File: src/hw/link_pkg.sv
`default_nettype none

package link_pkg;

	// ============================================================
	// Host download stream
	// ============================================================

	// addr is a byte address, one 16-bit word per write
	typedef struct packed {
		logic [24:0] addr;
		logic [15:0] data;
		logic        wr;
	} dl_word_t;

	// Download index reserved for cheat files
	localparam logic [7:0] CODE_INDEX = 8'hFF;

	// Flags sit on top, replace value at the bottom
	typedef struct packed {
		logic [31:0] flags;
		logic [31:0] addr;
		logic [31:0] compare;
		logic [31:0] replace;
	} cheat_code_t;

	// ============================================================
	// SD sector requests
	// ============================================================

	typedef struct packed {
		logic [31:0] lba;
		logic        rd;
		logic        wr;
	} sd_req_t;

	localparam int SECTOR_WORDS  = 256;
	localparam int SECTOR_ADDR_W = $clog2(SECTOR_WORDS);

endpackage

`default_nettype wire

File: src/hw/cheat_code_assembler.sv
`timescale 1ns/1ps
`default_nettype none

module cheat_code_assembler (
	input  logic                  clk_sys,
	input  logic                  RESET,
	input  link_pkg::dl_word_t    code_dl,
	output link_pkg::cheat_code_t cheat,
	output logic                  cheat_valid
);

	logic [3:0] ofs;

	// Position inside the 16-byte record
	assign ofs = code_dl.addr[3:0];

	always_ff @(posedge clk_sys) begin
		if (RESET) begin
			cheat_valid <= 1'b0;
		end else begin
			cheat_valid <= code_dl.wr && ofs == 4'd14;
		end
	end

	// ============================================================
	// Record fields, bottom word first
	// ============================================================

	always_ff @(posedge clk_sys) begin
		if (code_dl.wr) begin
			case (ofs)
				4'd0:  cheat.flags[15:0]    <= code_dl.data;
				4'd2:  cheat.flags[31:16]   <= code_dl.data;
				4'd4:  cheat.addr[15:0]     <= code_dl.data;
				4'd6:  cheat.addr[31:16]    <= code_dl.data;
				4'd8:  cheat.compare[15:0]  <= code_dl.data;
				4'd10: cheat.compare[31:16] <= code_dl.data;
				4'd12: cheat.replace[15:0]  <= code_dl.data;
				// Last word completes the record
				4'd14: cheat.replace[31:16] <= code_dl.data;
				default: ;
			endcase
		end
	end

endmodule

`default_nettype wire

File: config.mk
export PLATFORM = sky130hd
export DESIGN_NAME = cheat_code_assembler
export DESIGN_NICKNAME = d
export VERILOG_FILES = /design/src/hw/link_pkg.sv /design/src/hw/cheat_code_assembler.sv
export SDC_FILE = /design/constraint.sdc
export NUM_CORES = 1
export LEC_CHECK = 0
export ABC_AREA = 0
export BUFFER_PORTS_ARGS = -buffer_cell sky130_fd_sc_hd__clkbuf_2
export CORE_AREA = 2 2 163 85
export CTS_CLUSTER_SIZE = 20
export DETAILED_ROUTE_END_ITERATION = 6
export DIE_AREA = 0 0 165 87
export PLACE_DENSITY = 0.58
export SLEW_MARGIN = 20
export SYNTH_ARGS = -nofsm -noshare
export SYNTH_HDL_FRONTEND = slang
export SYNTH_SLANG_ARGS = --single-unit
File: constraint.sdc
create_clock -name clk_sys -period 4.8 [get_ports clk_sys]
set_input_delay 0.96 -clock clk_sys [delete_from_list [all_inputs] [get_ports clk_sys]]
set_output_delay 0.96 -clock clk_sys [all_outputs]
set_load 0.02 [all_outputs]
==> flow_metrics.env <==
export IMPL_postSynthCellCount=143
export IMPL_post_drt_wl_per_cell_um=18.36
export IMPL_drt_iter0_markers=172
export IMPL_synth_seq_cells=129
export IMPL_cts_tree="yes"
export IMPL_grt_overflow=0
export IMPL_clock_path_buffers=2
export IMPL_postCtsSetupRepairBufs=0
export IMPL_syn_to_final_growth_pct=42.46
export IMPL_rows=30
export IMPL_crit_buf_inv=2
export IMPL_crit_start="code_dl[19]"
export IMPL_drtAntennaViolNets=0
export IMPL_path_clk_slew_ps=60
export IMPL_dpl_cell_area_um2=5054
export IMPL_start_kind="input port"
export IMPL_grt_pass1_wl_um=12880
export IMPL_fmaxAchievable_mhz=464.7
export IMPL_avgSynthCellArea_um2=27.68
export IMPL_multi_input_area_um2=142.6
export IMPL_gp_congestion=0.7031
export IMPL_slew_headroom=0.5637
export IMPL_vias=2141
export IMPL_post_route_util=0.4304
export IMPL_seqPwrFrac=0.488
export IMPL_cp_num_cells=4
export IMPL_grt_pass1_vias=2093
export IMPL_fin_crit_sh=0.4483
export IMPL_drt_first_pass_iters=4
export IMPL_seq_area_frac_synth=0.9763
export IMPL_clkPwrFrac=0.478
export IMPL_fill_cells=1150
export IMPL_finalHoldViolCount=0
export IMPL_htreeDepth=4
export IMPL_min_path_type="in2reg"
export IMPL_status="completed"
export IMPL_diodes=0
export IMPL_synthesis_nets=187
export IMPL_internal_power_mw=2.053
export IMPL_vias_per_cell=4.190
export IMPL_ir_drop_mv=0.1814
export IMPL_period_minus_slack_ps=2152
export IMPL_synthesis_area_um2=3958
export IMPL_hold_buffers=0
export IMPL_synth_area_leaders="edfxtp_1 97%, nand2b_4 0.70%, nor3_1 0.63%"
export IMPL_antenna_found_initial=0
export IMPL_worst_pin_slew_ps=650.9
export IMPL_final_setup_tns_ps=0
export IMPL_power_frac_comb=0.034
export IMPL_switching_share=0.2098
export IMPL_power_switching_uw=545.1
export IMPL_register_area_um2=3864
export IMPL_rsz0062_at_grt="false"
export IMPL_cts_buffers=17
export IMPL_postLayoutCellArea_um2=5638
export IMPL_ios=173
export IMPL_p_per_area_nw_per_um2=460.9
export IMPL_crit_chain="clkbuf_2 -> nand3_1 -> nor3_2 -> buf_4"
export IMPL_finalSetupViolations=0
export IMPL_port_buffers=151
export IMPL_fin_cells=511
export IMPL_synth_top_area_cell="edfxtp_1"
export IMPL_dpl_cell_count=479
export IMPL_critPathMaxStageDelay_ps=530
export IMPL_drv_slew=0
export IMPL_grt_max_degree=17
export IMPL_routed_wl_um=9380
export IMPL_fin_nets=366
export IMPL_cellLeakagePower_nw=2.161
export IMPL_holdWs_ps=737.9
export IMPL_cts_resized=0
export IMPL_worstSetupPathType="in2reg"
export IMPL_grtUsageTotal=0.1308
export IMPL_place_ws_ps=2215
export IMPL_worst_slack_ps=2648
export IMPL_yosys_warnings=0
export IMPL_dieWidth_um=165
export IMPL_drive_gt1_frac=0.6000
export IMPL_coreArea_um2=13100
export IMPL_yosysTopAreaCellShare=0.9712
export IMPL_power_total_mw=2.598
export IMPL_root_buffer="clkbuf_16"
export IMPL_cp_slowest_cell="nor3_2"
export IMPL_crit_required_ps=4890
export IMPL_dp_hpwl_um=6380
export IMPL_crit_family="simple AND/OR/NAND/NOR gates"
export IMPL_drc_errors=0
export IMPL_synth_cell_types=10
export IMPL_cp_endpoint="cheat[89]$_DFFE_PP_"
export IMPL_start_util=0.3021
export IMPL_arrival_ps=2240
export IMPL_numClockSinks=129
export IMPL_dieArea_um2=14360
export IMPL_maxCapViolations=0
export IMPL_worstSetupEndpointType="flop"
export IMPL_crit_fanout=11
export IMPL_die_h_um=87
[worst min path at each step]
| stage | startpoint | to | slack (ps) | depth (start not counted) |
|---|---|---|---|---|
| 6_report | RESET | cheat_valid$_SDFF_PP0_ | 740 | 2 |
| 5_1_grt | RESET | cheat_valid$_SDFF_PP0_ | 720 | 2 |
| 4_1_cts | RESET | cheat_valid$_SDFF_PP0_ | 720 | 2 |
| 3_5_place_dp | RESET | cheat_valid$_SDFF_PP0_ | 1150 | 2 |
| 3_3_place_gp | RESET | cheat_valid$_SDFF_PP0_ | 1160 | 2 |
| 2_1_floorplan | RESET | cheat_valid$_SDFF_PP0_ | 1040 | 1 |
[state kept, by name (all words and copies together) (netlist names)]
signal / count
cheat: 128
cheat_valid: 1
[power by group through the flow]
stage	Clock [mW]	Combinational, mW	Sequential, mW
after floorplan	0	0.00836	1.32
after detailed placement	0	0.0893	1.29
after global placement	0	0.0864	1.29
after global routing	1.33	0.0950	1.27
after CTS	1.27	0.0893	1.27
final	1.24	0.0880	1.27
[synth_stat cells]
master      n
nand3_1     1
nor3_1      5
edfxtp_1  128
nand2_1     1
inv_1       1
dfxtp_1     1
nand2b_4    2
nor4_2      1
nor2_1      1
nor4_1      2
[cells in the final DEF, fill, tap and decap left out, drive strengths merged]
cell and instances:
nor2 1, edfxtp 128, nand3 1, clkinvlp 2, nor3 5, clkbuf 168, nand2b 2, nand2 1
buf 9, bufinv 2, dfxtp 1, nor4 3, clkinv 8, inv 4
[cell type report]
type	instances	area share
Clock buffer	17	0.07545
Clock inverter	15	0.02818
Inverter	1	0.0006658
Multi-Input combinational cell	13	0.02530
Sequential cell	129	0.6853
Tap cell	176	0.03906
Timing Repair Buffer	160	0.1460
[cell families after synthesis]
kind of cell	share of synthesized area
buffers and inverters	0.0009476
flip-flops	0.9763
AND/OR/NAND/NOR	0.02276
[per-layer routing]
| layer | global-route usage | vias up | share of wire |
|---|---|---|---|
| met2 | 0.1799 | 108 | 0.42 |
| met4 | 0.04743 | 0 | 0.010 |
| met3 | 0.06283 | 11 | 0.096 |
| li1 | - | 953 | - |
| met5 | 0 | - | 0 |
| met1 | 0.1797 | 1069 | 0.47 |
Power figures use the tool's default switching activity.
