--- config.mk ---
export PLATFORM = sky130hd
export DESIGN_NAME = download_port
export DESIGN_NICKNAME = d
export VERILOG_FILES = /design/src/hw/link_pkg.sv /design/src/hw/download_port.sv
export SDC_FILE = /design/constraint.sdc
export NUM_CORES = 1
export LEC_CHECK = 0
export CORE_AREA = 2 2 53 55
export DETAILED_ROUTE_END_ITERATION = 8
export DIE_AREA = 0 0 55 57
export DONT_BUFFER_PORTS = 1
export MAX_ROUTING_LAYER = met4
export PLACE_DENSITY = 0.77
export RECOVER_POWER = 50
export SLEW_MARGIN = 15
export SYNTH_ARGS = -nofsm -noshare
export SYNTH_HDL_FRONTEND = slang
export SYNTH_SLANG_ARGS = --single-unit
--- constraint.sdc ---
create_clock -name clk_sys -period 0.8 [get_ports clk_sys]
set_input_delay 0.12 -clock clk_sys [delete_from_list [all_inputs] [get_ports clk_sys]]
set_output_delay 0.12 -clock clk_sys [all_outputs]
set_load 0.01 [all_outputs]
--- src/hw/link_pkg.sv ---
`default_nettype none

package link_pkg;

	// ============================================================
	// Host download stream
	// ============================================================

	// addr is a byte address, one 16-bit word per write
	typedef struct packed {
		logic [24:0] addr;
		logic [15:0] data;
		logic        wr;
	} dl_word_t;

	// Download index reserved for cheat files
	localparam logic [7:0] CODE_INDEX = 8'hFF;

	// Flags sit on top, replace value at the bottom
	typedef struct packed {
		logic [31:0] flags;
		logic [31:0] addr;
		logic [31:0] compare;
		logic [31:0] replace;
	} cheat_code_t;

	// ============================================================
	// SD sector requests
	// ============================================================

	typedef struct packed {
		logic [31:0] lba;
		logic        rd;
		logic        wr;
	} sd_req_t;

	localparam int SECTOR_WORDS  = 256;
	localparam int SECTOR_ADDR_W = $clog2(SECTOR_WORDS);

endpackage

`default_nettype wire

--- src/hw/download_port.sv ---
`timescale 1ns/1ps
`default_nettype none

module download_port (
	input  logic               clk_sys,
	input  logic               RESET,
	input  link_pkg::dl_word_t dl,
	input  logic [7:0]         dl_index,
	input  logic               dl_active,
	output link_pkg::dl_word_t cart_dl,
	output link_pkg::dl_word_t code_dl,
	output logic               cart_busy,
	output logic               cart_start,
	output logic               cart_end
);

	logic        is_code;
	logic        cart_was_busy;
	logic        cart_wr;
	logic        code_wr;
	logic [24:0] addr_q;
	logic [15:0] data_q;

	// The only place that looks at the download index
	assign is_code = (dl_index == link_pkg::CODE_INDEX);

	always_ff @(posedge clk_sys) begin
		if (RESET) begin
			cart_busy     <= 1'b0;
			cart_was_busy <= 1'b0;
			cart_wr       <= 1'b0;
			code_wr       <= 1'b0;
		end else begin
			cart_busy     <= dl_active & ~is_code;
			cart_was_busy <= cart_busy;
			cart_wr       <= dl.wr & dl_active & ~is_code;
			code_wr       <= dl.wr & dl_active & is_code;
		end
	end

	always_ff @(posedge clk_sys) begin
		addr_q <= dl.addr;
		data_q <= dl.data;
	end

	// Both streams share address and data, only the strobe differs
	assign cart_dl = '{addr: addr_q, data: data_q, wr: cart_wr};
	assign code_dl = '{addr: addr_q, data: data_q, wr: code_wr};

	assign cart_start = cart_busy & ~cart_was_busy;
	assign cart_end   = ~cart_busy & cart_was_busy;

endmodule

`default_nettype wire

==> impl_metrics.py <==
metrics = {
    "status": {
        "status": "finished, violations left",
        "violations": "setup timing",
    },
    "yosys": {
        "synth_cell_type_count": 10,
        "ys_seq_area_share_pct": 69.5,
        "synth_warnings": 0,
        "avgSynthCellArea_um2": 13.2,
        "synth-seq-cells": 45,
        "netlist_area_um2": 1300,
        "synth_nets": 151,
        "synthCells": 98,
    },
    "worst_setup_path": {
        "slowest_delay_ns": 0.37,
        "crit_type": "flip-flop to output port",
        "r2r_start": "cart_busy",
        "reg2reg_to": "cart_was_busy",
        "cp_slowest_cell": "dfxtp_2",
        "startpoint_type": "flip-flop",
        "arrival_ns": 0.89,
        "rrSetupSlack_ns": 0.15,
        "crit_fanout": 2,
        "end_kind": "output port",
        "cp_num_buf_inv": 0,
        "cp.required_ns": 0.68,
        "cp_top_family": "flip-flops",
        "reg2regPathDepth": 1,
        "path_cells": "nor2b_2",
    },
    "floorplanning": {
        "fp.coreArea_um2": 2620,
        "io_pins": 140,
        "die_area_um2": 3140,
        "die_h_um": 57,
        "start_util_pct": 49.6,
        "fp-row-count": 19,
        "die_w_um": 55,
    },
    "sta": {
        "period_needed_ns": 1.01,
        "fin_crit_sh_pct": 126,
        "max_freq_ghz": 0.990,
        "finalSetupTns_ns": -3.82,
        "worst_slack_ns": -0.210,
        "finalMaxSlewViolations": 0,
        "worstMarginPinSlew_ns": 0.140,
        "final_hold_viol_count": 0,
        "slew_headroom_pct": 90.6,
        "rsz0062_at_grt": "true",
        "setup_viol": 87,
        "hold-worst-slack_ns": 0.0707,
        "clock_skew_ns": 0.0000362,
    },
    "routing": {
        "wl_met3_um": 275,
        "met2_length_um": 1510,
        "antenna_left": 0,
        "drtIter0Drc": 5,
        "viasPerCell": 4.83,
        "highest_layer": "met4",
        "via_count": 666,
        "wl_um": 2400,
        "firstDrtPassIters": 2,
        "wl_per_cell_um": 17.4,
        "drc": 0,
        "met1_length_um": 548,
    },
    "clock_network": {
        "h-tree-depth": 2,
        "numCtsBuffers": 5,
        "clk_path_buf_depth": 2,
        "cts_setup_buffers": 0,
        "cts_sinks": 45,
        "cts_root_buf": "clkbuf_4",
        "worstSkewPairLatency_ns": 0.33,
        "cts_tree": "done",
        "path_clk_slew_ns": 0.11,
    },
    "placed_design": {
        "place_inst": 87,
        "routabilityCongestion": 0.925,
        "port_buffers": 0,
    },
    "global_route": {
        "grt_max_degree": 13,
        "grt_use_total_pct": 17.6,
        "grt_pass1_wl_um": 3500,
        "grt_pass1_vias": 734,
        "grt_overflow": 0,
        "antenna_found_initial": 0,
    },
    "finish": {
        "area_delta_synth_final_pct": 29.2,
        "fin_cells": 138,
        "drive_above_1_share_pct": 50.5,
        "diodes": 0,
        "num-nets-final": 159,
    },
    "run": {
        "maxCapViolations": 0,
    },
    "power_and_ir_drop": {
        "p_leak_nw": 0.648,
        "power.density_nw_per_um2": 2170,
        "ir_drop_mv": 1.58,
    },
    "min_path": {
        "hp-class": "input port to flip-flop",
        "hold_start": "dl_index[4]",
        "holdPathStages": 2,
        "hold_end": "cart_busy",
    },
}
==> how the worst max path moves through the flow <==
| stage | startpoint | endpoint | slack (ns) | depth (start not counted) |
|---|---|---|---|---|
| floorplan | cart_busy | cart_start | 0.07 | 1 |
| global placement | cart_busy | cart_start | 0.10 | 1 |
| detailed placement | cart_busy | cart_start | 0.08 | 1 |
| CTS | cart_was_busy | cart_end | -0.23 | 1 |
| global route | cart_was_busy | cart_end | -0.27 | 1 |
| finish | cart_was_busy | cart_end | -0.21 | 1 |
==> synthesized netlist by cell type <==
| library cell | count | area (um^2) |
|---|---|---|
| a21boi_1 | 1 | 7.51 |
| a21oi_1 | 1 | 5.00 |
| and2b_2 | 1 | 8.76 |
| and3_1 | 1 | 6.26 |
| and3b_1 | 1 | 8.76 |
| and4_1 | 2 | 17.5 |
| buf_4 | 43 | 323 |
| dfxtp_1 | 45 | 901 |
| nand2b_1 | 1 | 6.26 |
| nor2b_1 | 2 | 12.5 |
==> timing repair <==
item / 4_1_cts / 5_1_grt
hold buffers: 43 / 0
resized for setup: 91 / 0
hold endpoints to repair: 43 / 0
endpoints found under the setup margin: 87 / 87
gates cloned: 0 / 0
==> per-layer routing <==
layer  vias up  track usage, %
met3         8            6.81
met4         0            12.9
met2        73            32.8
li1        277               -
met5         -               -
met1       308            11.6
==> placed cells by master, fill, tap and decap left out, drive strengths merged <==
master	instances
dfxtp	45
dlygate4sd3	43
clkbuf	8
and4	2
nor2b	2
nand2b	1
a21oi	1
and2b	1
and3b	1
a21boi	1
and3	1
buf	1
==> where the power goes <==
group	total (mW)	internal, mW	switching [mW]	leakage [nW]
combinational	0.194	0.156	0.0378	0.227
sequential	2.50	2.30	0.195	0.395
clock	0.946	0.351	0.595	0.0265
total	3.64	2.81	0.828	0.648
==> stage by stage <==
stage	util (%)	setup WS (ns)	power [mW]	instance area [um^2]
2_1_floorplan	-	0.0696	2.75	1300
3_3_place_gp	39.0	0.104	2.63	1020
3_5_place_dp	39.0	0.0769	2.63	1020
4_1_cts	64.0	-0.235	3.68	1670
5_1_grt	64.0	-0.265	3.83	1670
6_report	64.0	-0.210	3.64	1670
==> cell families after synthesis <==
group                  share of synthesized area [%]
AOI/OAI and AO/OA                              0.965
buffers and inverters                           24.9
DFF                                             69.5
and+or+nand+nor                                 4.63
==> flip-flops by register name (all words and copies together), names as in the netlist <==
signal	cells
addr_q	25
cart_wr	1
cart_was_busy	1
data_q	16
code_wr	1
cart_busy	1
==> area by class of cell <==
| cell class | instances | area [um^2] |
|---|---|---|
| Multi-Input combinational cell | 10 | 82.6 |
| Tap cell | 31 | 38.8 |
| Clock buffer | 8 | 48.8 |
| Fill cell | 193 | 941 |
| Timing Repair Buffer | 44 | 442 |
| Sequential cell | 45 | 1060 |
Note: power is estimated with default switching activity, not from simulation.
