===== src/hw/link_pkg.sv =====
`default_nettype none

package link_pkg;

	// ============================================================
	// Host download stream
	// ============================================================

	// addr is a byte address, one 16-bit word per write
	typedef struct packed {
		logic [24:0] addr;
		logic [15:0] data;
		logic        wr;
	} dl_word_t;

	// Download index reserved for cheat files
	localparam logic [7:0] CODE_INDEX = 8'hFF;

	// Flags sit on top, replace value at the bottom
	typedef struct packed {
		logic [31:0] flags;
		logic [31:0] addr;
		logic [31:0] compare;
		logic [31:0] replace;
	} cheat_code_t;

	// ============================================================
	// SD sector requests
	// ============================================================

	typedef struct packed {
		logic [31:0] lba;
		logic        rd;
		logic        wr;
	} sd_req_t;

	localparam int SECTOR_WORDS  = 256;
	localparam int SECTOR_ADDR_W = $clog2(SECTOR_WORDS);

endpackage

`default_nettype wire


===== src/hw/backup_sequencer.sv =====
`timescale 1ns/1ps
`default_nettype none

module backup_sequencer (
	input  logic              clk_sys,
	input  logic              RESET,
	input  logic              cart_busy,
	input  logic              cart_start,
	input  logic              cart_end,
	input  logic [23:0]       ram_mask,
	input  logic              img_mounted,
	input  logic              img_readonly,
	input  logic              img_size_nz,
	input  logic              bk_load,
	input  logic              bk_save,
	input  logic              autosave,
	input  logic              osd_status,
	input  logic              bsram_we,
	input  logic              sd_ack,
	output link_pkg::sd_req_t sd_req,
	output logic              bk_ena,
	output logic              bk_pending,
	output logic              bk_busy
);

	logic        save_req;
	logic        old_load;
	logic        old_save;
	logic        old_ack;
	logic        load_rise;
	logic        save_rise;
	logic        auto_load;
	logic        loading;
	logic [31:0] last_lba;

	// Autosave fires when the OSD opens with unsaved writes
	assign save_req  = bk_save | (autosave & bk_pending & osd_status);
	assign load_rise = bk_load & ~old_load & bk_ena;
	assign save_rise = save_req & ~old_save & bk_ena;
	assign auto_load = cart_end & img_size_nz & bk_ena;

	// One sector per 512 bytes of RAM
	assign last_lba = {17'd0, ram_mask[23:9]};

	// ============================================================
	// Enable and pending flags
	// ============================================================

	always_ff @(posedge clk_sys) begin
		if (RESET) begin
			bk_ena     <= 1'b0;
			bk_pending <= 1'b0;
		end else begin
			if (cart_start) begin
				bk_ena <= 1'b0;
			end
			// Image is already mounted by the time the download finishes
			if (cart_busy && img_mounted && !img_readonly) begin
				bk_ena <= |ram_mask;
			end

			if (bk_ena && !osd_status && bsram_we) begin
				bk_pending <= 1'b1;
			end else if (bk_busy) begin
				bk_pending <= 1'b0;
			end
		end
	end

	// ============================================================
	// Sector transfer machine
	// ============================================================

	always_ff @(posedge clk_sys) begin
		if (RESET) begin
			old_load   <= 1'b0;
			old_save   <= 1'b0;
			old_ack    <= 1'b0;
			bk_busy    <= 1'b0;
			loading    <= 1'b0;
			sd_req.lba <= 32'd0;
			sd_req.rd  <= 1'b0;
			sd_req.wr  <= 1'b0;
		end else begin
			old_load <= bk_load;
			old_save <= save_req;
			old_ack  <= sd_ack;

			// Host has taken the request
			if (sd_ack && !old_ack) begin
				sd_req.rd <= 1'b0;
				sd_req.wr <= 1'b0;
			end

			if (!bk_busy) begin
				if (load_rise || save_rise) begin
					bk_busy    <= 1'b1;
					loading    <= load_rise;
					sd_req.lba <= 32'd0;
					sd_req.rd  <= load_rise;
					sd_req.wr  <= ~load_rise;
				end
				if (auto_load) begin
					bk_busy    <= 1'b1;
					loading    <= 1'b1;
					sd_req.lba <= 32'd0;
					sd_req.rd  <= 1'b1;
					sd_req.wr  <= 1'b0;
				end
			end else if (old_ack && !sd_ack) begin
				if (sd_req.lba >= last_lba) begin
					bk_busy <= 1'b0;
					loading <= 1'b0;
				end else begin
					sd_req.lba <= sd_req.lba + 32'd1;
					sd_req.rd  <= loading;
					sd_req.wr  <= ~loading;
				end
			end
		end
	end

endmodule

`default_nettype wire


===== config.mk =====
export PLATFORM = sky130hd
export DESIGN_NAME = backup_sequencer
export DESIGN_NICKNAME = d
export VERILOG_FILES = /design/src/hw/link_pkg.sv /design/src/hw/backup_sequencer.sv
export SDC_FILE = /design/constraint.sdc
export NUM_CORES = 1
export LEC_CHECK = 0
export BUFFER_PORTS_ARGS = -buffer_cell sky130_fd_sc_hd__buf_2
export CAP_MARGIN = 30
export CORE_UTILIZATION = 50
export CTS_BUF_LIST = sky130_fd_sc_hd__clkbuf_16
export DETAILED_ROUTE_END_ITERATION = 10
export HOLD_SLACK_MARGIN = 0.12
export PLACE_DENSITY = 0.79
export SKIP_CTS_REPAIR_TIMING = 1
export SLEW_MARGIN = 20
export SYNTH_ARGS = -nofsm -noshare
export SYNTH_HDL_FRONTEND = slang
export SYNTH_SLANG_ARGS = --single-unit

===== constraint.sdc =====
create_clock -name clk_sys -period 2.6 [get_ports clk_sys]
set_input_delay 0.26 -clock clk_sys [delete_from_list [all_inputs] [get_ports clk_sys]]
set_output_delay 0.26 -clock clk_sys [all_outputs]
set_load 0.05 [all_outputs]

==> results of run 1 <==
## power by group through the flow
stage	Combinational [W]	Clock, W	Sequential, W
after global routing	0.000121	0.000651	0.000640
after global placement	0.000104	0	0.000653
final	0.000108	0.000622	0.000639
after CTS	0.000108	0.000621	0.000639
after floorplan	0.0000514	0	0.000662
after detailed placement	0.000107	0	0.000653
## stage by stage
step	hold slack [ns]	utilization, %
after floorplan	0.388	-
after global placement	0.462	65.5
after detailed placement	0.465	65.5
after CTS	0.205	69.0
after global routing	0.219	69.0
final	0.201	69.0
## flip-flops by register name, indices dropped and copies added, names as in the netlist
register,cells
loading,1
old_load,1
bk_pending,1
old_ack,1
bk_busy,1
sd_req,34
old_save,1
bk_ena,1
## cells in the mapped netlist, types with 3 or more instances
cell type,n,share of area (%)
a21oi_1,15,3.4
and2_1,11,3.1
and3_1,13,3.7
clkbuf_1,6,1.0
dfxtp_1,41,37
ha_1,16,9.0
inv_1,17,2.9
nand2_1,19,3.2
nand2b_1,10,2.8
nand3_1,5,1.1
nand4_1,7,2.0
nand4b_1,3,1.2
nor2_1,12,2.0
nor2b_1,7,2.0
nor3_1,7,1.6
nor3b_1,5,1.7
nor4_1,10,2.8
o21ai_0,15,3.4
o31ai_1,4,1.4
or3_1,3,0.85
or4_1,5,1.7
## worst register-to-register path: cells and delay by family, from the launching register on
kind / cells / cell delay [ns]
adder cells (fa/ha/maj): 1 / 0.31
multiplexers: 1 / 0.35
AO/OA/AOI/OAI: 2 / 0.53
AND/OR/NAND/NOR: 3 / 0.75
flip-flops: 1 / 0.36
## worst max path at each step
| stage | startpoint | to | slack [ns] | cells after the start |
|---|---|---|---|---|
| after global placement | ram_mask[23] | sd_req[0]$_SDFF_PP0_ | 0.21 | 9 |
| after floorplan | sd_req[7]$_SDFFE_PP0P_ | sd_req[9]$_SDFFE_PP0P_ | 0.09 | 7 |
| final | sd_req[15]$_SDFFE_PP0P_ | sd_req[0]$_SDFF_PP0_ | 0.23 | 7 |
| after global routing | sd_req[9]$_SDFFE_PP0P_ | sd_req[9]$_SDFFE_PP0P_ | 0.06 | 7 |
| after detailed placement | ram_mask[23] | sd_req[8]$_SDFFE_PP0P_ | 0.21 | 9 |
| after CTS | sd_req[15]$_SDFFE_PP0P_ | sd_req[0]$_SDFF_PP0_ | 0.21 | 7 |
## area by class of cell
type / instances / area [um^2]
flip-flops and latches: 41 / 821
clock inverters: 3 / 21.3
clock buffers: 5 / 125
repair buffers: 84 / 445
multi-input cells: 196 / 1300
inverters: 17 / 63.8
fillers: 353 / 1270
well taps: 50 / 62.6
## cells by family after synthesis
logic type               count (synthesis)  synth area share, %
multiplexers                             2                0.961
AO/OA/AOI/OAI                           49                 13.7
XOR/XNOR                                 2                0.792
flip-flops                              41                 37.1
adder cells (fa/ha/maj)                 16                 9.04
buffers and inverters                   24                 4.13
AND/OR/NAND/NOR                        127                 34.3
## layer usage
layer	GRT usage (%)	part of all wire (%)
met3	5.92	6.2
met2	39.8	44
met4	12.2	3.6
met1	32.2	46
met5	0	0
==> results.cfg, run 1 <==
[worst_setup_path]
crit_fanout = 8
rr_startpoint = sd_req[15]$_SDFFE_PP0P_
rrSetupSlack_ns = 0.23
worstRegToRegCells = 7
cp-end-kind = register
crit_chain = ha_1, nand4b_1, or3_1, a211o_1, nand4_1, mux2_2, a21oi_1
arrival_ns = 2.59
cp_num_buf_inv = 0
cp_slowest_cell = or3_1
r2r_end = sd_req[0]$_SDFF_PP0_
cp_top_family = simple AND/OR/NAND/NOR gates
start_kind = register
cp.required_ns = 2.82
worst-setup-path-type = register to register
crit_path_max_incr_delay_ns = 0.41

[routing]
num_vias = 2258
wl_per_cell_um = 14.2
drt_iter0_markers = 101
postRouteWirelength_um = 5640
drt-pass1-iter-count = 4
routed_via_density = 5.70
drc = 0
ant_nets = 0

[placed_design]
placed_area_um2 = 2690
gp_congestion = 0.873
dp_cells = 388
dp_hpwl_um = 4270
place_worst_setup_slack_ns = 0.208
placement.io_buffers = 74

[sta]
final-setup-viol-count = 0
tns_ns = 0
rsz0062_at_grt = false
fmax_mhz = 421
worst_slew_pin_slew_ns = 0.656
period_minus_slack_ns = 2.37
worst_slack_ns = 0.225
fin_crit_sh_pct = 91.3
fin_skew_ns = 0.00699
hold_viol_final = 0
slew_headroom_pct = 55.9
slew_violations = 0

[synthesis]
synth_edf_count = 0
ys_ff_latch = 41
synthArstFlopShare_pct = 0
synth_cell_types = 43
syn_area_per_cell_um2 = 8.48
synth_nets = 315
synthFlopType = dfxtp_1
synth_area_um2 = 2210
synth_seq_area_share_pct = 37.1
netlist_instances = 261
yosys_warnings = 0

[finish]
drive_above_1_share_pct = 30.1
syn2layout_area_growth_pct = 28.3
nets = 399
insertedDiodeCount = 0
layout_commonest_cell = buf_2
final_cell_mix = buf_2 (74), dfxtp_1 (41), nand2_1 (19), inv_1 (17), ha_1 (16)
fin_area_um2 = 2840
final_cells = 396

[pwr]
intPower_w = 0.00104
seqPwrFrac_pct = 46.7
powerDensity_nw_per_um2 = 482
clockPowerShare_pct = 45.4
ir_worst_vdd_mv = 0.366
power.total_w = 0.00137
swShare_pct = 24.2
p_switching_w = 0.000332
p_leak_nw = 1.37
combPwrFrac_pct = 7.9

[worst_hold_path]
hp-start = bk_load
hold_path.class = input pin to register
holdPathStages = 2
min_to = old_load$_SDFF_PP0_

[floorplanning]
initial_core_util_pct = 53.8
dieArea_um2 = 4700
die_x_um = 68.5
num_rows = 23
core_um2 = 4120
die_y_um = 68.5
ioPinCount = 75

[global_routing]
grt.total_usage_pct = 25.2
grt_pass1_wl_um = 8650
grt_overflow = 0
grt_max_degree = 32
antenna_found_initial = 0
grt_pass1_vias = 2009

[clocking]
cts_buffer_depth = 2
clock_latency_ns = 0.29
htree_num_levels = 2
path_clk_slew_ns = 0.06
cts_sinks = 41
cts_made_buffers = 5
cts_root_buffer = clkbuf_16
cts_tree = done

[flow_run]
drv_cap = 0

[outcome]
status = finished clean
Note: power is estimated with default switching activity, not from simulation.
==> inputs of run 2 (changes only) <==
- BUFFER_PORTS_ARGS: -buffer_cell sky130_fd_sc_hd__buf_2 -> not set
- CORE_UTILIZATION: 50 -> 60
- DONT_BUFFER_PORTS: not set -> 1
- PLACE_DENSITY: 0.79 -> 0.75
==> run 2 against run 1 <==
- final area fell by 5.4%
- combinational power fell by 33%
- count of clock-buffer cells in the layout did not move
- register-to-register slack barely moved
- clock power rose by 9.0%
- sequential power rose by 0.8%
- non-clock buffer count fell by 47
- routed wire length fell by 0.37%
- critical path type unchanged
==> results.cfg, run 2 (same netlist as run 1, synthesis figures left out) <==
[clocking]
cts_tree = done
cts_made_buffers = 5
cts_root_buffer = clkbuf_16
clock_latency_ns = 0.28
path_clk_slew_ns = 0.06
cts_sinks = 41
cts_buffer_depth = 2
htree_num_levels = 2

[floorplanning]
ioPinCount = 75
initial_core_util_pct = 64.3
num_rows = 21
core_um2 = 3440
die_x_um = 62.7
die_y_um = 62.7
dieArea_um2 = 3940

[worst_setup_path]
crit_chain = ha_1, a21oi_1, o221a_2, o22a_1, nand4_2, or4_1, o221ai_2
cp_slowest_cell = or4_1
worst-setup-path-type = register to register
start_kind = register
crit_path_max_incr_delay_ns = 0.57
arrival_ns = 2.58
crit_fanout = 8
cp.required_ns = 2.80
cp-end-kind = register

[placed_design]
gp_congestion = 0.898
dp_hpwl_um = 4270
dp_cells = 335
placed_area_um2 = 2510
placement.io_buffers = 0

[sta]
period_minus_slack_ns = 2.38
tns_ns = 0
fin_skew_ns = 0.00493
final-setup-viol-count = 0
rsz0062_at_grt = false
worst_slew_pin_slew_ns = 0.693
slew_violations = 0
slew_headroom_pct = 53.5
fmax_mhz = 421
hold_viol_final = 0
fin_crit_sh_pct = 91.4

[pwr]
intPower_w = 0.00111
powerDensity_nw_per_um2 = 519
combPwrFrac_pct = 5.2
p_leak_nw = 1.18
swShare_pct = 20.5
ir_worst_vdd_mv = 0.487
clockPowerShare_pct = 48.7
p_switching_w = 0.000285
seqPwrFrac_pct = 46.2

[flow_run]
drv_cap = 0

[finish]
layout_commonest_cell = dfxtp_1
final_cells = 344
regMostFlops = sd_req
multi_input_area_um2 = 1300
nets = 352
largest_reg_flops = 34
fin_area_um2 = 2690
fillers = 283
drive_above_1_share_pct = 18.1
insertedDiodeCount = 0
regArea_um2 = 821
syn2layout_area_growth_pct = 21.4
final_cell_mix = dfxtp_1 (41), buf_4 (35), nand2_1 (19), inv_1 (17), ha_1 (16)

[routing]
postRouteWirelength_um = 5620
num_vias = 2107
routed_via_density = 6.13
wl_per_cell_um = 16.3
drt-pass1-iter-count = 4
ant_nets = 0
drc = 0
drt_iter0_markers = 139

[worst_hold_path]
hold_path.class = input pin to register

[global_routing]
grt_max_degree = 32
grt.total_usage_pct = 30.4
grt_overflow = 0
grt_pass1_wl_um = 9200
grt_pass1_vias = 1998
antenna_found_initial = 0

[outcome]
status = finished clean
## run 2: cell types whose count changed in the layout (fill, tap and decap cells not counted), sizes merged
cell and change:
buf -49, bufinv +1, clkinvlp -1, inv -1
dlygate4sd3 +2
## run 2: through the flow
step | util (%) | total power, W | hold WS, ns | setup WS (ns)
6_report | 78.0 | 0.00139 | 0.114 | 0.224
3_5_place_dp | 72.8 | 0.000725 | 0.336 | 0.283
4_1_cts | 77.5 | 0.00139 | 0.0423 | 0.244
3_3_place_gp | 72.8 | 0.000722 | 0.334 | 0.333
2_1_floorplan | - | 0.000714 | 0.388 | 0.0852
5_1_grt | 78.0 | 0.00144 | 0.127 | 0.0922
## run 2: power groups by stage
stage	Sequential, W	Combinational [W]	Clock [W]
after detailed placement	0.000657	0.0000673	0
after global routing	0.000644	0.0000809	0.000711
after floorplan	0.000662	0.0000514	0
final	0.000644	0.0000719	0.000678
after global placement	0.000657	0.0000645	0
after CTS	0.000644	0.0000675	0.000681
## run 2: worst paths after layout
kind	end	startpoint	slack, ns	cells past startpoint
hold reg to reg	sd_req[2]$_SDFFE_PP0P_	sd_req[2]$_SDFFE_PP0P_	0.54	2
hold / removal	old_ack$_SDFF_PP0_	sd_ack	0.11	1
setup / recovery	sd_req[9]$_SDFFE_PP0P_	sd_req[9]$_SDFFE_PP0P_	0.22	7
setup reg to reg	sd_req[9]$_SDFFE_PP0P_	sd_req[9]$_SDFFE_PP0P_	0.22	7
## run 2: final cells by class
| cell class | instances | share of cell area [%] |
|---|---|---|
| repair buffers | 37 | 10.5 |
| clock buffers | 5 | 4.66 |
| clock inverters | 2 | 1.30 |
| multi-input cells | 196 | 48.4 |
| well taps | 46 | 2.14 |
| flip-flops and latches | 41 | 30.6 |
| inverters | 17 | 2.38 |
## run 2: routing by layer
layer | wire, um | up-vias | track usage, %
met5 | 0 | - | 0
met4 | 92 | 0 | 10.5
met3 | 421 | 7 | 8.76
met2 | 2690 | 101 | 50.5
met1 | 2420 | 969 | 37.4
li1 | - | 1030 | -
## run 2: worst max-delay path, delay by kind of cell, from the launching register on
| kind | cells | cell delay (ns) |
|---|---|---|
| DFF | 1 | 0.33 |
| AOI/OAI and AO/OA | 4 | 0.84 |
| adders and majority gates | 1 | 0.32 |
| and+or+nand+nor | 2 | 0.81 |
