--- config.mk ---
export PLATFORM = sky130hd
export DESIGN_NAME = rom_header_detect
export DESIGN_NICKNAME = d
export VERILOG_FILES = /design/src/hw/cart_pkg.sv /design/src/hw/link_pkg.sv /design/src/hw/rom_header_detect.sv
export SDC_FILE = /design/constraint.sdc
export NUM_CORES = 1
export LEC_CHECK = 0
export BUFFER_PORTS_ARGS = -buffer_cell sky130_fd_sc_hd__clkbuf_2
export CAP_MARGIN = 20
export CELL_PAD_IN_SITES_DETAIL_PLACEMENT = 0
export CELL_PAD_IN_SITES_GLOBAL_PLACEMENT = 1
export CORE_MARGIN = 5
export CORE_UTILIZATION = 36
export CTS_BUF_LIST = sky130_fd_sc_hd__clkbuf_4
export CTS_CLUSTER_DIAMETER = 40
export CTS_CLUSTER_SIZE = 30
export DETAILED_ROUTE_END_ITERATION = 8
export PLACE_DENSITY = 0.9
export SLEW_MARGIN = 20
export SYNTH_ARGS = -nofsm -noshare
export SYNTH_HDL_FRONTEND = slang
export SYNTH_SLANG_ARGS = --single-unit
--- constraint.sdc ---
create_clock -name clk_sys -period 3.7 [get_ports clk_sys]
set_input_delay 0.555 -clock clk_sys [delete_from_list [all_inputs] [get_ports clk_sys]]
set_output_delay 0.555 -clock clk_sys [all_outputs]
set_load 0.02 [all_outputs]
--- src/hw/cart_pkg.sv ---
`default_nettype none

package cart_pkg;

	// ============================================================
	// Header selection and region
	// ============================================================

	typedef enum logic [2:0] {
		HDR_AUTO,
		HDR_NONE,
		HDR_LOROM,
		HDR_HIROM,
		HDR_EXHIROM
	} hdr_mode_t;

	// Auto takes the region bit from the header
	typedef enum logic [1:0] {
		REGION_AUTO,
		REGION_NTSC,
		REGION_PAL
	} region_sel_t;

	// ============================================================
	// Header word, decoded two ways
	// ============================================================

	typedef struct packed {
		logic [7:0] rom_type;
		logic [3:0] ram_size;
		logic [3:0] rom_size;
	} copier_view_t;

	// ROM size lives in the word at the header offset, RAM size two bytes on
	typedef struct packed {
		logic [3:0] hi_rsvd;
		logic [3:0] rom_size;
		logic [3:0] lo_rsvd;
		logic [3:0] ram_size;
	} internal_view_t;

	typedef union packed {
		copier_view_t   copier;
		internal_view_t internal;
	} hdr_word_u;

	typedef struct packed {
		logic [7:0]  rom_type;
		logic [23:0] rom_mask;
		logic [23:0] ram_mask;
		logic        pal;
	} cart_info_t;

	// Console side of the battery RAM
	typedef struct packed {
		logic [19:0] addr;
		logic [7:0]  data;
		logic        we;
	} bsram_port_t;

	localparam logic [24:0] COPIER_LEN  = 25'd512;
	localparam logic [24:0] LOROM_HDR   = 25'h007FD6 + COPIER_LEN;
	localparam logic [24:0] HIROM_HDR   = 25'h00FFD6 + COPIER_LEN;
	localparam logic [24:0] EXHIROM_HDR = 25'h40FFD6 + COPIER_LEN;
	localparam logic [24:0] HDR_RAM_OFS = 25'd2;

	localparam logic [3:0]  DEFAULT_ROM_SIZE = 4'hC;
	localparam logic [23:0] MASK_UNIT        = 24'd1024;

	function automatic logic [23:0] rom_mask_of(input logic [3:0] size);
		return (MASK_UNIT << size) - 24'd1;
	endfunction

	// No RAM at all when the size field is zero
	function automatic logic [23:0] ram_mask_of(input logic [3:0] size);
		return (size == 4'd0) ? 24'd0 : (MASK_UNIT << size) - 24'd1;
	endfunction

endpackage

`default_nettype wire

--- src/hw/link_pkg.sv ---
`default_nettype none

package link_pkg;

	// ============================================================
	// Host download stream
	// ============================================================

	// addr is a byte address, one 16-bit word per write
	typedef struct packed {
		logic [24:0] addr;
		logic [15:0] data;
		logic        wr;
	} dl_word_t;

	// Download index reserved for cheat files
	localparam logic [7:0] CODE_INDEX = 8'hFF;

	// Flags sit on top, replace value at the bottom
	typedef struct packed {
		logic [31:0] flags;
		logic [31:0] addr;
		logic [31:0] compare;
		logic [31:0] replace;
	} cheat_code_t;

	// ============================================================
	// SD sector requests
	// ============================================================

	typedef struct packed {
		logic [31:0] lba;
		logic        rd;
		logic        wr;
	} sd_req_t;

	localparam int SECTOR_WORDS  = 256;
	localparam int SECTOR_ADDR_W = $clog2(SECTOR_WORDS);

endpackage

`default_nettype wire

--- src/hw/rom_header_detect.sv ---
`timescale 1ns/1ps
`default_nettype none

module rom_header_detect (
	input  logic                   clk_sys,
	input  logic                   RESET,
	input  link_pkg::dl_word_t     cart_dl,
	input  logic                   cart_busy,
	input  cart_pkg::hdr_mode_t    hdr_mode,
	input  cart_pkg::region_sel_t  region_sel,
	output cart_pkg::cart_info_t   cart_info
);

	cart_pkg::hdr_word_u hdr_word;

	logic        hdr_forced;
	logic [24:0] hdr_base;
	logic [3:0]  rom_size;
	logic [3:0]  ram_size;
	logic        rom_region;
	logic [3:0]  rom_size_n;
	logic [3:0]  ram_size_n;
	logic [7:0]  rom_type_n;
	logic        rom_region_n;

	assign hdr_word = cart_dl.data;

	// Where the internal header sits for a forced mode
	always_comb begin
		hdr_forced = 1'b1;
		case (hdr_mode)
			cart_pkg::HDR_LOROM:   hdr_base = cart_pkg::LOROM_HDR;
			cart_pkg::HDR_HIROM:   hdr_base = cart_pkg::HIROM_HDR;
			cart_pkg::HDR_EXHIROM: hdr_base = cart_pkg::EXHIROM_HDR;
			default: begin
				hdr_forced = 1'b0;
				hdr_base   = 25'd0;
			end
		endcase
	end

	// ============================================================
	// Next header state from the current write
	// ============================================================

	always_comb begin
		rom_size_n   = rom_size;
		ram_size_n   = ram_size;
		rom_type_n   = cart_info.rom_type;
		rom_region_n = rom_region;

		if (cart_dl.wr) begin
			if (cart_dl.addr == 25'd0) begin
				rom_size_n = cart_pkg::DEFAULT_ROM_SIZE;
				ram_size_n = 4'd0;
				// Copier header only counts in auto mode with a size byte
				if (hdr_mode == cart_pkg::HDR_AUTO && cart_dl.data[7:0] != 8'd0) begin
					rom_size_n = hdr_word.copier.rom_size;
					ram_size_n = hdr_word.copier.ram_size;
				end
				case (hdr_mode)
					cart_pkg::HDR_NONE,
					cart_pkg::HDR_LOROM:   rom_type_n = 8'd0;
					cart_pkg::HDR_HIROM:   rom_type_n = 8'd1;
					cart_pkg::HDR_EXHIROM: rom_type_n = 8'd2;
					default:               rom_type_n = hdr_word.copier.rom_type;
				endcase
			end

			if (cart_dl.addr == 25'd2) begin
				rom_region_n = cart_dl.data[8];
			end

			if (hdr_forced && cart_dl.addr == hdr_base) begin
				rom_size_n = hdr_word.internal.rom_size;
			end
			if (hdr_forced && cart_dl.addr == hdr_base + cart_pkg::HDR_RAM_OFS) begin
				ram_size_n = hdr_word.internal.ram_size;
			end
		end
	end

	always_ff @(posedge clk_sys) begin
		if (RESET) begin
			rom_size           <= cart_pkg::DEFAULT_ROM_SIZE;
			ram_size           <= 4'd0;
			rom_region         <= 1'b0;
			cart_info.rom_type <= 8'd0;
			cart_info.rom_mask <= cart_pkg::rom_mask_of(cart_pkg::DEFAULT_ROM_SIZE);
			cart_info.ram_mask <= 24'd0;
			cart_info.pal      <= 1'b0;
		end else begin
			rom_size           <= rom_size_n;
			ram_size           <= ram_size_n;
			rom_region         <= rom_region_n;
			cart_info.rom_type <= rom_type_n;
			cart_info.rom_mask <= cart_pkg::rom_mask_of(rom_size_n);
			cart_info.ram_mask <= cart_pkg::ram_mask_of(ram_size_n);
			// Region is frozen while a cartridge streams in
			if (!cart_busy) begin
				if (region_sel == cart_pkg::REGION_AUTO) begin
					cart_info.pal <= rom_region;
				end else begin
					cart_info.pal <= (region_sel == cart_pkg::REGION_PAL);
				end
			end
		end
	end

endmodule

`default_nettype wire

==> results.txt, run 1 <==
CTS root buf = clkbuf_4
clock tree buffer depth = 2
sequential area share after synthesis = 37.17%
PortBufs = 96
Required @ worst endpoint = 3990 ps
EDFF count, synth = 0
Top FF cell, synth = dfxtp_1
max-cap viol count = 0
final hold vios = 0
fill cell count = 704
crit path buf inv count = 1
Vias = 2386
Cell Area, Synth = 2531 um2
diode count = 0
wirelength, routed = 6545 um
clock skew = 13.24 ps
Seq cells post-synth = 47
register area = 940.9 um2
CP delay by family, top = simple AND/OR/NAND/NOR gates
num ports = 107
Leakage = 1.317 nW
RSZ-0062 raised after global routing = no
CTS tree = built
depth of the most critical reg-to-reg path = 7
RR Startpoint = rom_size[3]
reg2reg setup slack = 1640 ps
Distinct cells, synth = 63
Yosys top cell area share = 37.17%
setup ws final = 417.8 ps
largest net degree at the start of global routing = 31
crit start category = input pin
cell depth of the worst setup path = 11
CTS buffer count = 5
drt drc = 0
row cnt = 30
antenna violations before repair = 0
GRT Residual Overflow = 0
CP endpoint = cart_info[13]
synthesized area per cell = 8.944 um2
Final min period = 3282 ps
Final Wtd Congestion = 0.8180
htree depth = 2
DP HPWL = 5092 um
Slew @ Worst Pin = 868.8 ps
Power Density = 290.8 nW/um2
Die Y-Extent = 93.85 um
Area Growth Syn to Fin = 21.26%
DR WL/cell = 13.99 um
Initial Util = 37.05%
vias in the first global route = 2378
core footprint = 6832 um2
overall routing resource usage = 15.13%
clk slew on worst S/H paths = 130 ps
TritonRoute pass-1 iters = 4
nets = 424
Crit Path Class = in2reg
Post-DRT Antenna Nets = 0
Worst EP arrival = 3570 ps
Crit. Startpoint = cart_dl[22]
asr flop ratio synth = 0%
# hold bufs at CTS = 0
Yosys warning total = 0
clk_lat worst skew = 360 ps
CTS sink cnt = 47
Final setup viols = 0
Setup WS pre-CTS = 28.73 ps
Worst path max stage delay = 550 ps
Die X = 93.85 um
first-pass GRT wire length = 10740 um
Post-Synthesis Cells = 283
CP max stage cell = or4b_1
slew margin rel. = 41.58%
Area contributors post-synth = dfxtp_1 37%, buf_4 5.9%, a21oi_1 4.7%
Via density = 5.098
post-CTS sizing = 0
HP Class = in2reg
post-CTS setup buffers = 0
crit-path max FO = 11
crit-path cells = clkbuf_2 -> nor4_4 -> nand4_4 -> a211oi_4 -> nand4_4 -> a31o_2 -> nor2_1 -> nand2_1 -> ha_1 -> or4b_1 -> a21oi_1
total chip power = 0.8925 mW
CP most frequent cell = nand4_4
DR iter-0 viols = 93
Tcrit/Tclk final = 88.71%
utilization after layout = 44.93%
Yosys top cell by area = dfxtp_1
Setup crit end kind = flop
R2R Path End = cart_info[47]
Max IR drop VDD = 194.5 uV
outcome = finished, final reports clean
share of layout cells above drive strength 1 = 36.29%
setup tns final = 0 ps
Pins Over Slew Limit = 0
Achievable Freq = 0.3047 GHz
die area = 8808 um2
footprint of the multi-input gates = 1348 um2
==> state kept, by name (all words and copies together) (netlist names) <==
signal,cells
rom_size,4
ram_size,4
cart_info,38
rom_region,1
==> synth_stat cells (2+ instances only) <==
| cell type | number |
|---|---|
| and4bb_2 | 2 |
| ha_1 | 2 |
| nor4_4 | 3 |
| dfxtp_1 | 47 |
| mux2i_1 | 4 |
| a221oi_1 | 2 |
| o31ai_1 | 5 |
| o21ai_0 | 8 |
| inv_1 | 8 |
| buf_4 | 20 |
| a32o_1 | 5 |
| xnor2_1 | 2 |
| nand2_1 | 24 |
| nor2_1 | 26 |
| nand4_4 | 2 |
| and2_1 | 3 |
| a31o_2 | 4 |
| clkbuf_1 | 6 |
| o211ai_1 | 4 |
| nand3_1 | 12 |
| and3_1 | 4 |
| nand2b_1 | 2 |
| o32ai_1 | 2 |
| o31a_1 | 2 |
| a21o_1 | 2 |
| a32oi_1 | 3 |
| a21oi_1 | 24 |
| or4_1 | 2 |
| nor3_1 | 9 |
| buf_6 | 4 |
| nor4_1 | 5 |
| a31oi_1 | 4 |
==> per-stage QoR <==
stage | cells | area [um2] | hold WS [ps]
after floorplan | 292 | 2565 | 461.1
after global placement | 461 | 2994 | 439.1
after detailed placement | 461 | 2994 | 445.1
after CTS | 468 | 3069 | 397.8
after global routing | 468 | 3069 | 379.0
final | 468 | 3069 | 421.3
==> worst min-delay path by stage <==
stage | from | end | slack, ps | cells past startpoint
global placement | cart_info[56] | cart_info[56] | 440 | 2
finish | cart_dl[15] | cart_info[55] | 420 | 3
detailed placement | cart_info[55] | cart_info[55] | 450 | 2
global route | cart_dl[13] | cart_info[53] | 380 | 3
CTS | cart_dl[14] | cart_info[54] | 400 | 3
floorplan | rom_region | rom_region | 460 | 2
==> layer usage <==
metal | routed length [um] | track usage [%] | up-vias
li1 | - | - | 1193
met1 | 2923 | 18.06 | 1105
met2 | 3100 | 25.78 | 82
met3 | 451 | 5.128 | 6
met4 | 70 | 4.091 | 0
met5 | 0 | 0 | -
==> placed cells by master, fill, tap and decap left out, drive strengths merged, types with 5 or more instances in the layout <==
master / synthesis / final
inv: 8 / 8
nand2: 24 / 24
a32o: 5 / 5
o21ai: 9 / 9
dfxtp: 47 / 47
buf: 25 / 10
and3: 5 / 5
clkbuf: 7 / 102
a31o: 5 / 5
nand3: 12 / 12
o31ai: 5 / 5
nor2: 27 / 27
conb: 1 / 10
nor4: 9 / 9
nor3: 10 / 10
a21oi: 24 / 24
==> logic make-up (layout without fill, tap and decap cells) <==
family                     after synthesis  after routing  share of synthesized area [%]
other                                    1             10                         0.1482
buffers and inverters                   41            121                          10.92
and+or+nand+nor                        108            108                          26.25
AOI/OAI and AO/OA                       77             77                          21.90
muxes                                    4              4                          1.582
adders and majority gates                2              2                         0.9885
xor gates and xnor gates                 3              3                          1.038
DFF                                     47             47                          37.17
==> worst register-to-register path: stages, from the launching register on <==
cell and delay [ps]:
dfxtp_1 340, o31a_1 370, nor2_1 290, nand3_1 130, ha_1 310, nor2_1 220
a22oi_1 100, o31ai_1 210
==> power breakdown <==
group | internal, mW | switching, mW | total, mW
logic | 0.0307 | 0.0526 | 0.0834
clock network | 0.147 | 0.156 | 0.303
registers | 0.506 | 0.000221 | 0.507
total | 0.684 | 0.209 | 0.893
==> area by class of cell <==
| cell class | count | share of cell area, % |
|---|---|---|
| repair buffers | 106 | 18.10 |
| clock buffers | 6 | 1.468 |
| flip-flops and latches | 47 | 30.66 |
| multi-input cells | 204 | 43.91 |
| well taps | 96 | 3.914 |
| clock inverters | 1 | 0.9784 |
| inverters | 8 | 0.9784 |
No activity file was read; power rests on OpenSTA's default activity.
==> run 2: changes to the inputs <==
CORE_UTILIZATION = 26   (was 36)
CTS_CLUSTER_SIZE = default   (was 30)
PLACE_DENSITY = 0.7   (was 0.9)
==> run 2 against run 1 <==
Net effect: combinational power grew 1%; critical path type unchanged; fmax grew 0.96%; clock skew is essentially flat; routed wire length grew 5.8%; critical path depth is the same; sequential share of layout area shrank 0.11 points; sequential power is essentially flat; highest routed layer unchanged.
==> results.txt, run 2 (same netlist as run 1, synthesis figures left out) <==
outcome = finished, final reports clean (unchanged)
Crit Path Class = in2reg (unchanged)
Pins Over Slew Limit = 0 (unchanged)
Hold Path Origin = cart_dl[14] (was cart_dl[15])
Area Growth Syn to Fin = 21.70% (was 21.26%)
post-CTS setup buffers = 0 (unchanged)
# hold bufs at CTS = 0 (unchanged)
clock tree buffer depth = 2 (unchanged)
Initial Util = 26.26% (was 37.05%)
nets = 421 (was 424)
Final setup viols = 0 (unchanged)
CTS sink cnt = 47 (unchanged)
Power Density = 274.0 nW/um2 (was 290.8 nW/um2)
first-pass GRT wire length = 10480 um (was 10740 um)
CTS tree = built (unchanged)
num ports = 107 (unchanged)
HP Class = in2reg (unchanged)
htree depth = 2 (unchanged)
CTS buffer count = 5 (unchanged)
Die X = 108.7 um (was 93.85 um)
Leakage = 1.300 nW (was 1.317 nW)
TritonRoute pass-1 iters = 4 (unchanged)
slew margin rel. = 47.54% (was 41.58%)
clk slew on worst S/H paths = 140 ps (was 130 ps)
Achievable Freq = 0.3076 GHz (was 0.3047 GHz)
largest net degree at the start of global routing = 31 (unchanged)
Final min period = 3251 ps (was 3282 ps)
fill cell count = 1076 (was 704)
Sw Share = 25.78% (was 23.37%)
reg2reg setup slack = 1710 ps (was 1640 ps)
P_sw = 0.2176 mW (was 0.2086 mW)
RR Startpoint = rom_size[3] (unchanged)
utilization after layout = 31.96% (was 44.93%)
Internal = 0.6264 mW (was 0.6839 mW)
DR iter-0 viols = 63 (was 93)
depth of the most critical reg-to-reg path = 7 (unchanged)
Worst EP arrival = 3540 ps (was 3570 ps)
power share of the clock group = 30.0% (was 33.9%)
Setup crit end kind = flop (unchanged)
post-CTS sizing = 0 (unchanged)
crit start category = input pin (unchanged)
wirelength, routed = 6922 um (was 6545 um)
CTS root buf = clkbuf_4 (unchanged)
Max IR drop VDD = 116.5 uV (was 194.5 uV)
Via density = 4.654 (was 5.098)
Placement Cell Area = 3018 um2 (was 2994 um2)
DP HPWL = 5461 um (was 5092 um)
Vias = 2341 (was 2386)
vias in the first global route = 2135 (was 2378)
max FFs per register = 38 (unchanged)
crit-path max FO = 8 (was 11)
Tcrit/Tclk final = 87.86% (was 88.71%)
drt drc = 0 (unchanged)
commonest cells after routing, fill and taps aside = 96 x clkbuf_2, 47 x dfxtp_1, 26 x nor2_1, 24 x a21oi_1, 24 x nand2_1 (unchanged)
clock skew = 12.87 ps (was 13.24 ps)
Logic pwr share = 10.0% (was 9.3%)
Setup WS pre-CTS = 116.9 ps (was 28.73 ps)
Flop pwr share = 60.0% (was 56.8%)
setup tns final = 0 ps (unchanged)
largest registers = cart_info (38), ram_size (4), rom_size (4) (unchanged)
Reg with most FFs = cart_info (unchanged)
share of layout cells above drive strength 1 = 36.22% (was 36.29%)
diode count = 0 (unchanged)
die area = 11810 um2 (was 8808 um2)
antenna violations before repair = 0 (unchanged)
GRT Residual Overflow = 0 (unchanged)
PortBufs = 96 (unchanged)
final hold vios = 0 (unchanged)
DR WL/cell = 13.76 um (was 13.99 um)
clk_lat worst skew = 360 ps (about the same)
Required @ worst endpoint = 3990 ps (about the same)
Slew @ Worst Pin = 780.2 ps (was 868.8 ps)
final std cell area, no fill = 3080 um2 (was 3069 um2)
Worst Hold End = cart_info[54] (was cart_info[55])
hold path depth = 3 (unchanged)
row cnt = 36 (was 30)
leading cell type in the layout, fill and taps excluded = clkbuf_2 (unchanged)
core footprint = 9639 um2 (was 6832 um2)
RSZ-0062 raised after global routing = no (unchanged)
Post-DRT Antenna Nets = 0 (unchanged)
R2R Path End = cart_info[39] (was cart_info[47])
Final Wtd Congestion = 0.7726 (was 0.8180)
max-cap viol count = 0 (unchanged)
setup ws final = 449.2 ps (was 417.8 ps)
overall routing resource usage = 11.29% (was 15.13%)
Die Y-Extent = 108.7 um (was 93.85 um)
-- run 2: worst max path at each step --
stage,start,end,slack [ps]
finish,cart_dl[38],cart_info[39],450
detailed placement,cart_dl[38],cart_info[47],120
floorplan,hdr_mode[1],cart_info[23],400
global route,cart_dl[29],cart_info[23],250
global placement,cart_dl[22],cart_info[47],200
CTS,cart_dl[38],cart_info[47],520
-- run 2: power groups by stage --
| stage | logic (mW) | registers (mW) | clock network [mW] |
|---|---|---|---|
| after floorplan | 0.0518 | 0.518 | 0 |
| after global placement | 0.0825 | 0.518 | 0 |
| after detailed placement | 0.0840 | 0.518 | 0 |
| after CTS | 0.0843 | 0.507 | 0.265 |
| after global routing | 0.0921 | 0.507 | 0.289 |
| final | 0.0843 | 0.507 | 0.253 |
-- run 2: layer usage --
metal	GRT usage, %	vias up	wire (um)
met3	3.079	4	542
met1	15.00	1073	3089
met2	18.23	77	3244
li1	-	1187	-
met4	2.705	0	46
met5	0	-	0
-- run 2: area by class of cell --
class | instances | area, um2 | share of cell area [%]
Multi-Input combinational cell | 204 | 1353 | 43.91
Sequential cell | 47 | 940.9 | 30.54
Timing Repair Buffer | 103 | 533.0 | 17.30
Tap cell | 133 | 166.4 | 5.402
Clock buffer | 7 | 52.55 | 1.706
Inverter | 8 | 30.03 | 0.9748
Clock inverter | 1 | 5.005 | 0.1625
-- run 2: through the flow --
step	std cells	hold WS (ps)	total power, mW
finish	503	410.1	0.8440
detailed placement	495	444.7	0.6018
global placement	495	439.6	0.6003
global route	503	399.1	0.8885
floorplan	292	461.1	0.5701
CTS	503	398.7	0.8563
-- run 2: critical path, stage by stage --
cell      delay (ps)
clkbuf_2         100
nor4_4           340
nand4_4          180
a211o_2          360
nor3_1           590
a221o_1          460
nand3_1          130
ha_1             260
nor3_1           260
mux2i_1          120
o211ai_1         190
